**src/logic/div_pkg.sv**
```systemverilog
package div_pkg;

    // data width of the execute stage
    localparam int xlen = 64;

    // M-extension divide operations, W forms operate on the low 32 bits
    typedef enum logic [2:0] {
        op_div   = 3'd0,
        op_divu  = 3'd1,
        op_rem   = 3'd2,
        op_remu  = 3'd3,
        op_divw  = 3'd4,
        op_divuw = 3'd5,
        op_remw  = 3'd6,
        op_remuw = 3'd7
    } div_op_e;

    // request from the issue side, 131 bits
    typedef struct packed {
        div_op_e           op;
        logic [xlen-1:0]   dividend;
        logic [xlen-1:0]   divisor;
    } div_req_t;

    // result back to writeback, op is echoed so the consumer can match it
    typedef struct packed {
        logic [xlen-1:0]   result;
        div_op_e           op;
    } div_resp_t;

    // prepared operation, everything the core and the fixup need
    typedef struct packed {
        // unsigned magnitudes fed to the iterative core
        logic [xlen-1:0]   dvd_mag;
        logic [xlen-1:0]   dvs_mag;
        // sign restoration
        logic              quo_neg;
        logic              rem_neg;
        // result selection
        logic              want_rem;
        logic              word;
        // architectural special cases
        logic              div_zero;
        logic              overflow;
        // extended dividend, needed for the div-by-zero remainder
        logic [xlen-1:0]   dividend;
    } div_prep_t;

    // controller states
    typedef enum logic [1:0] {
        st_idle = 2'd0,
        st_busy = 2'd1,
        st_resp = 2'd2
    } div_state_e;

endpackage
```
**src/logic/div_unit.sv**
```systemverilog
module div_unit import div_pkg::*; (
    input  logic      clk,
    input  logic      rst,
    input  logic      req_valid,
    input  div_req_t  req,
    input  logic      flush,
    output logic      ready,
    output logic      resp_valid,
    output div_resp_t resp
);

    div_prep_t       prep;
    div_prep_t       prep_held;
    logic            core_start;
    logic            core_done;
    logic [xlen-1:0] core_dividend;
    logic [xlen-1:0] core_divisor;
    logic [xlen-1:0] core_quotient;
    logic [xlen-1:0] core_remainder;
    logic [xlen-1:0] fixed_result;

    div_operand_prep u_prep (
        .req  (req),
        .prep (prep)
    );

    div_ctrl u_ctrl (
        .clk           (clk),
        .rst           (rst),
        .req_valid     (req_valid),
        .req           (req),
        .flush         (flush),
        .prep_in       (prep),
        .core_done     (core_done),
        .fixed_result  (fixed_result),
        .ready         (ready),
        .core_start    (core_start),
        .core_dividend (core_dividend),
        .core_divisor  (core_divisor),
        .prep_held     (prep_held),
        .resp_valid    (resp_valid),
        .resp          (resp)
    );

    // busy is only watched inside the core
    div_iter_core #(
        .WIDTH (xlen)
    ) u_core (
        .clk       (clk),
        .rst       (rst),
        .start     (core_start),
        .flush     (flush),
        .dividend  (core_dividend),
        .divisor   (core_divisor),
        .busy      (),
        .done      (core_done),
        .quotient  (core_quotient),
        .remainder (core_remainder)
    );

    div_result_fix u_fix (
        .prep      (prep_held),
        .quotient  (core_quotient),
        .remainder (core_remainder),
        .result    (fixed_result)
    );

endmodule

```
**src/logic/div_ctrl.sv**
```systemverilog
module div_ctrl import div_pkg::*; (
    input  logic            clk,
    input  logic            rst,
    input  logic            req_valid,
    input  div_req_t        req,
    input  logic            flush,
    input  div_prep_t       prep_in,
    input  logic            core_done,
    input  logic [xlen-1:0] fixed_result,
    output logic            ready,
    output logic            core_start,
    output logic [xlen-1:0] core_dividend,
    output logic [xlen-1:0] core_divisor,
    output div_prep_t       prep_held,
    output logic            resp_valid,
    output div_resp_t       resp
);

    div_state_e state_q;
    div_state_e state_d;
    div_prep_t  prep_q;
    div_op_e    op_q;
    div_resp_t  resp_q;
    logic       ready_q;
    logic       resp_valid_q;
    logic       accept;
    logic       special_in;

    // flush lets a new request in even while an old one runs
    assign accept     = req_valid && (ready_q || flush);
    assign special_in = prep_in.div_zero || prep_in.overflow;

    // the core loads straight from preparation in the accept cycle
    assign core_start    = accept && !special_in;
    assign core_dividend = prep_in.dvd_mag;
    assign core_divisor  = prep_in.dvs_mag;

    // special cases are resolved in the accept cycle, before prep_q is loaded
    assign prep_held = accept ? prep_in : prep_q;

    always_comb begin
        state_d = state_q;
        if (accept) begin
            state_d = special_in ? st_resp : st_busy;
        end else if (flush) begin
            state_d = st_idle;
        end else begin
            case (state_q)
                st_idle: state_d = st_idle;
                st_busy: begin
                    if (core_done) begin
                        state_d = st_resp;
                    end
                end
                st_resp: state_d = st_idle;
                default: state_d = st_idle;
            endcase
        end
    end

    always_ff @(posedge clk) begin
        if (rst) begin
            state_q      <= st_idle;
            ready_q      <= 1'b1;
            resp_valid_q <= 1'b0;
        end else begin
            state_q      <= state_d;
            ready_q      <= (state_d == st_idle);
            resp_valid_q <= (state_d == st_resp);
        end
    end

    always_ff @(posedge clk) begin
        if (accept) begin
            prep_q <= prep_in;
            op_q   <= req.op;
        end
        // capture the result on entry to st_resp
        if (state_d == st_resp) begin
            resp_q.result <= fixed_result;
            resp_q.op     <= accept ? req.op : op_q;
        end
    end

    assign ready      = ready_q;
    assign resp_valid = resp_valid_q;
    assign resp       = resp_q;

    a_resp_single_cycle: assert property (
        @(posedge clk) disable iff (rst) resp_valid |=> !resp_valid
    );

    a_busy_not_ready: assert property (
        @(posedge clk) disable iff (rst) (state_q == st_busy) |-> !ready
    );

endmodule

```
**src/logic/div_result_fix.sv**
```systemverilog
module div_result_fix import div_pkg::*; (
    input  div_prep_t       prep,
    input  logic [xlen-1:0] quotient,
    input  logic [xlen-1:0] remainder,
    output logic [xlen-1:0] result
);

    logic [xlen-1:0] quo_signed;
    logic [xlen-1:0] rem_signed;
    logic [xlen-1:0] quo_final;
    logic [xlen-1:0] rem_final;
    logic [xlen-1:0] chosen;

    // core works on magnitudes, put the signs back
    assign quo_signed = prep.quo_neg ? (~quotient + 1'b1) : quotient;
    assign rem_signed = prep.rem_neg ? (~remainder + 1'b1) : remainder;

    always_comb begin
        if (prep.div_zero) begin
            // quotient is all ones, remainder is the dividend
            quo_final = '1;
            rem_final = prep.dividend;
        end else if (prep.overflow) begin
            // the most negative value is the dividend itself,
            // already extended for the W forms
            quo_final = prep.dividend;
            rem_final = '0;
        end else begin
            quo_final = quo_signed;
            rem_final = rem_signed;
        end
    end

    assign chosen = prep.want_rem ? rem_final : quo_final;

    // W results are the low word sign extended
    assign result = prep.word ? {{32{chosen[31]}}, chosen[31:0]} : chosen;

endmodule

```
**src/logic/div_iter_core.sv**
```systemverilog
module div_iter_core #(
    parameter int WIDTH = 64
) (
    input  logic             clk,
    input  logic             rst,
    input  logic             start,
    input  logic             flush,
    input  logic [WIDTH-1:0] dividend,
    input  logic [WIDTH-1:0] divisor,
    output logic             busy,
    output logic             done,
    output logic [WIDTH-1:0] quotient,
    output logic [WIDTH-1:0] remainder
);

    localparam int CNT_W = $clog2(WIDTH);
    localparam logic [CNT_W-1:0] LAST = CNT_W'(WIDTH - 1);

    // upper half holds the partial remainder, lower half collects quotient bits
    logic [2*WIDTH-1:0] part_q;
    // divisor aligned to the upper half
    logic [2*WIDTH-1:0] dvs_q;
    logic [CNT_W-1:0]   cnt_q;

    // one extra bit so a large partial remainder is not lost in the shift
    logic [2*WIDTH:0]   shifted;
    logic [2*WIDTH:0]   diff;
    logic               fits;
    logic [2*WIDTH-1:0] part_d;

    assign shifted = {part_q, 1'b0};
    assign diff    = shifted - {1'b0, dvs_q};
    assign fits    = (shifted >= {1'b0, dvs_q});

    // subtracting sets the new quotient bit, the low half of dvs_q is zero
    assign part_d = fits ? {diff[2*WIDTH-1:1], 1'b1} : shifted[2*WIDTH-1:0];

    always_ff @(posedge clk) begin
        if (rst) begin
            busy  <= 1'b0;
            done  <= 1'b0;
            cnt_q <= '0;
        end else if (start) begin
            busy  <= 1'b1;
            done  <= 1'b0;
            cnt_q <= '0;
        end else if (flush) begin
            busy  <= 1'b0;
            done  <= 1'b0;
            cnt_q <= '0;
        end else if (busy) begin
            cnt_q <= cnt_q + 1'b1;
            if (cnt_q == LAST) begin
                busy <= 1'b0;
                done <= 1'b1;
            end
        end else begin
            done <= 1'b0;
        end
    end

    always_ff @(posedge clk) begin
        if (start) begin
            part_q <= {{WIDTH{1'b0}}, dividend};
            dvs_q  <= {divisor, {WIDTH{1'b0}}};
        end else if (busy && !flush) begin
            part_q <= part_d;
        end
    end

    assign quotient  = part_q[WIDTH-1:0];
    assign remainder = part_q[2*WIDTH-1:WIDTH];

    // an aborted division must not complete on the following edge
    a_no_done_after_flush: assert property (
        @(posedge clk) disable iff (rst) $rose(done) |-> !$past(flush)
    );

    // the controller only restarts a running division through a flush
    a_start_when_idle: assert property (
        @(posedge clk) disable iff (rst) start |-> (!busy || flush)
    );

endmodule

```
**src/logic/div_operand_prep.sv**
```systemverilog
module div_operand_prep import div_pkg::*; (
    input  div_req_t  req,
    output div_prep_t prep
);

    logic            is_signed;
    logic            is_word;
    logic            is_rem;
    logic [xlen-1:0] op_a;
    logic [xlen-1:0] op_b;
    logic            neg_a;
    logic            neg_b;
    logic [xlen-1:0] min_val;

    always_comb begin
        is_signed = 1'b0;
        is_word   = 1'b0;
        is_rem    = 1'b0;
        case (req.op)
            op_div:   is_signed = 1'b1;
            op_divu:  ;
            op_rem: begin
                is_signed = 1'b1;
                is_rem    = 1'b1;
            end
            op_remu:  is_rem = 1'b1;
            op_divw: begin
                is_signed = 1'b1;
                is_word   = 1'b1;
            end
            op_divuw: is_word = 1'b1;
            op_remw: begin
                is_signed = 1'b1;
                is_word   = 1'b1;
                is_rem    = 1'b1;
            end
            op_remuw: begin
                is_word = 1'b1;
                is_rem  = 1'b1;
            end
            default:  ;
        endcase
    end

    // W forms look only at the low word, extended by the signedness of the op
    always_comb begin
        if (is_word) begin
            op_a = {{32{is_signed & req.dividend[31]}}, req.dividend[31:0]};
            op_b = {{32{is_signed & req.divisor[31]}}, req.divisor[31:0]};
        end else begin
            op_a = req.dividend;
            op_b = req.divisor;
        end
    end

    assign neg_a = is_signed && op_a[xlen-1];
    assign neg_b = is_signed && op_b[xlen-1];

    // most negative dividend as it looks after extension
    assign min_val = is_word ? {{33{1'b1}}, 31'd0} : {1'b1, {(xlen-1){1'b0}}};

    always_comb begin
        prep.dvd_mag  = neg_a ? (~op_a + 1'b1) : op_a;
        prep.dvs_mag  = neg_b ? (~op_b + 1'b1) : op_b;
        prep.quo_neg  = neg_a ^ neg_b;
        prep.rem_neg  = neg_a;
        prep.want_rem = is_rem;
        prep.word     = is_word;
        prep.div_zero = (op_b == '0);
        prep.overflow = is_signed && (op_a == min_val) && (op_b == '1);
        prep.dividend = op_a;
    end

endmodule

```
**config.mk**
```make
export PLATFORM = sky130hd
export DESIGN_NAME = div_unit
export DESIGN_NICKNAME = d
export VERILOG_FILES = /design/src/logic/div_pkg.sv /design/src/logic/div_unit.sv /design/src/logic/div_ctrl.sv /design/src/logic/div_result_fix.sv /design/src/logic/div_iter_core.sv /design/src/logic/div_operand_prep.sv
export SDC_FILE = /design/constraint.sdc
export NUM_CORES = 1
export LEC_CHECK = 0
export BUFFER_PORTS_ARGS = -buffer_cell sky130_fd_sc_hd__buf_4
export CAP_MARGIN = 10
export CELL_PAD_IN_SITES_DETAIL_PLACEMENT = 1
export CELL_PAD_IN_SITES_GLOBAL_PLACEMENT = 2
export CORE_MARGIN = 2
export CORE_UTILIZATION = 37
export DETAILED_ROUTE_END_ITERATION = 6
export GPL_ROUTABILITY_DRIVEN = 0
export GPL_TIMING_DRIVEN = 0
export PLACE_DENSITY_LB_ADDON = 0.1
export SLEW_MARGIN = 20
export SYNTH_ARGS = -nofsm -noshare
export SYNTH_HDL_FRONTEND = slang
export SYNTH_SLANG_ARGS = --single-unit
```
**constraint.sdc**
```tcl
create_clock -name clk -period 11.15 [get_ports clk]
set_input_delay 2.23 -clock clk [delete_from_list [all_inputs] [get_ports clk]]
set_output_delay 2.23 -clock clk [all_outputs]
set_load 0.005 [all_outputs]
```
==> results.ini <==
[run_status]
status = finished, final reports clean

[synthesis]
yosysTopAreaCell = edfxtp_1
syn_nets = 3286
synth_warnings = 0
synth-async-reset-ratio_pct = 0
synth_cell_types = 95
seq_area_frac_synth_pct = 35.8
synth_flop_cell = edfxtp_1
synthCells = 3080
syn_area_um2 = 24700
synth_edf_count = 195
synthTopCellsByArea = edfxtp_1 (24%), dfxtp_1 (12%), o21ai_0 (7.2%)
yosysTopAreaCellShare_pct = 23.7
postSynthRegisterBits = 344
syn_avg_cell_area_um2 = 8.01

[detailed_routing]
ant_nets = 0
wl_per_cell_um = 26.4
vias = 25400
post-route-drc-count = 0
routed_via_density = 5.99
routed_wl_um = 112000
drtIter0Drc = 2177
dr.pass1.iters = 5

[sta]
finalMaxSlewViolations = 0
rsz0062_at_grt = no
hold_viol = 0
finClkSkew_ns = 0.0325
setup_viol = 0
setup_tns_ns = 0
finalCritPeriodShare_pct = 71.4
timing.fmax_ghz = 0.126
tightest_slew_ns = 1.26
fin_crit_ns = 7.96
max_slew_margin_pct = 16.2
fin_hold_ws_ns = 0.458

[power]
powerDensity_nw_per_um2 = 137
p_total_mw = 3.95
ir_drop_v = 0.000101
p_leak_nw = 11.3

[die]
die_area_um2 = 68800
coreArea_um2 = 65900
boundaryPins = 204
die_h_um = 262
fp-row-count = 94
fp.dieW_um = 262
initial_core_util_pct = 37.5

[clocking]
htree_levels = 2
cts.sinks = 344
postCtsSetupBuffers = 0
clock_path_buffers = 3
cts_made_buffers = 44
hold_buffers = 0
cts.clk_slew.worst_paths_ns = 0.06
clkLatencyLatePin_ns = 0.61
cts_tree = yes
cts_root_buffer = clkbuf_16
post_cts_resized = 0

[critical_path]
reg2reg_from = u_core.part_q[3]
cp_cell_sequence = buf_4 > buf_1 > clkbuf_1 > clkbuf_1 > clkbuf_1 > clkbuf_1 > clkbuf_1 > clkbuf_1 > a311oi_1
critical_path_class = input port to flip-flop
worst_path_largest_cell_delay_ns = 1.00
cpMaxStageDelayCell = clkbuf_1
reg2reg_slack_ns = 6.29
crit_path_start_kind = input port
arrival_ns = 8.24
cpMostUsedCell = clkbuf_1
worstPathRequired_ns = 11.43
crit_fanout = 10
critical-path-top-delay-family = buffers and inverters
cp-end-kind = flip-flop
path_buf_inv = 8
r2r-end = u_core.part_q[0]
rr_worst_depth = 9

[finish]
drive_above_1_share_pct = 10.7
final_area_um2 = 28900
fin_nets = 3539
syn_to_final_growth_pct = 17.3
fill_cells = 8070

[worst_hold_path]
hold_start = u_ctrl.op_q[2]
hold_depth = 2
hold_path_class = flip-flop to flip-flop
hold_end = u_ctrl.op_q[2]

[global_route]
grt_max_degree = 38
grt-ovfl-total = 0
grt_pass1_vias = 26000
antenna_found_initial = 1
grt_usage_pct = 31.6
grt_pass1_wl_um = 166000

[placed_design]
placed_area_um2 = 27400
io_buffers = 202
post-dp-hpwl_um = 89800

[flow_run]
drv_cap = 0

[worst max-delay path by stage]
| stage | from | endpoint | slack [ns] | cells after the start |
|---|---|---|---|---|
| 2_1_floorplan | req[70] | u_ctrl.resp[0] | 2.21 | 9 |
| 3_3_place_gp | req[130] | u_ctrl.resp[61] | -3.73 | 11 |
| 3_5_place_dp | req[130] | u_core.dvs_q[123] | 2.89 | 9 |
| 4_1_cts | req[130] | u_core.dvs_q[123] | 3.49 | 9 |
| 5_1_grt | req[130] | u_core.dvs_q[123] | 3.36 | 9 |
| 6_report | req[130] | u_core.dvs_q[123] | 3.19 | 9 |
[placed cells by master, fill, tap and decap left out, drive strengths merged, types with 35 or more instances in the layout]
master  synthesis  routed
buf            36     243
a21oi         266     266
mux2i          38      38
nand4          48      48
clkbuf        149     201
nor3           70      70
xor2          145     145
nand2         416     416
nor2          284     284
a21o           35      35
inv           137     140
a31oi          40      40
xnor2         151     151
nor4           45      45
edfxtp        195     195
o21ai         368     368
ha             70      70
o31ai          45      45
o221ai         35      35
dfxtp         149     149
[layout make-up]
class | count | area [µm²] | area share, %
clock buffer | 52 | 1170 | 4.04
buffer | 185 | 737 | 2.55
multi-input combinational | 2412 | 14600 | 50.5
sequential | 344 | 8840 | 30.5
tap | 864 | 1080 | 3.74
clock inverter | 30 | 354 | 1.22
inverter | 139 | 524 | 1.81
timing repair buffer | 207 | 1610 | 5.57
antenna | 1 | 2.50 | 0.00865
[cell families after synthesis]
| logic type | synth area share (%) |
|---|---|
| buffers and inverters | 5.09 |
| AOI/OAI and AO/OA | 23.2 |
| DFF | 35.8 |
| adders and majority gates | 3.63 |
| and+or+nand+nor | 20.2 |
| muxes | 1.56 |
| xor gates and xnor gates | 10.5 |
[power by group]
group          leakage (nW)  switching (mW)  total [mW]  internal (mW)
logic                  7.41           0.585       0.874          0.289
registers              3.13          0.0682        1.55           1.48
clock network         0.749           0.628        1.53          0.900
total                  11.3            1.28        3.95           2.67
[worst reg2reg max path: stages (launching register included)]
cell and delay, ns:
edfxtp_1 0.48, nor4_1 0.60, nand4b_1 0.65, nor4_4 0.94, a311o_1 0.27, o21ai_0 0.19, a21oi_2 0.60, clkbuf_1 0.59
nor2_1 0.18, a21oi_1 0.20
[cell usage after synthesis (all sizes together), types with 38 or more instances]
cell type,count
a31oi,40
nand2,416
edfxtp,195
nor3,70
o31ai,45
ha,70
a21oi,266
nand4,48
nor4,45
mux2i,38
xnor2,151
inv,137
clkbuf,149
dfxtp,149
nor2,284
o21ai,368
xor2,145
[per-stage QoR]
step / instances / setup slack (ns) / util (%)
after global placement: 4146 / -3.73 / 41.4
after floorplan: 3080 / 2.21 / -
after global routing: 4233 / 3.36 / 43.9
after detailed placement: 4151 / 2.89 / 41.6
after CTS: 4233 / 3.49 / 43.9
final: 4234 / 3.19 / 43.9
[sequential cells by signal, indices dropped and copies added (netlist names), 2 cells and up]
register / count
u_ctrl.prep_q: 70
u_ctrl.op_q: 3
u_core.part_q: 128
u_ctrl.resp: 67
u_core.dvs_q: 64
u_ctrl.state_q: 2
u_core.cnt_q: 6
[layer usage]
layer / wire length [µm] / track usage, %
met2: 49700 / 49.5
met3: 6930 / 4.71
met4: 5480 / 13.8
met1: 49600 / 43.2
met5: 7 / 0
Note: power is estimated with default switching activity, not from simulation.
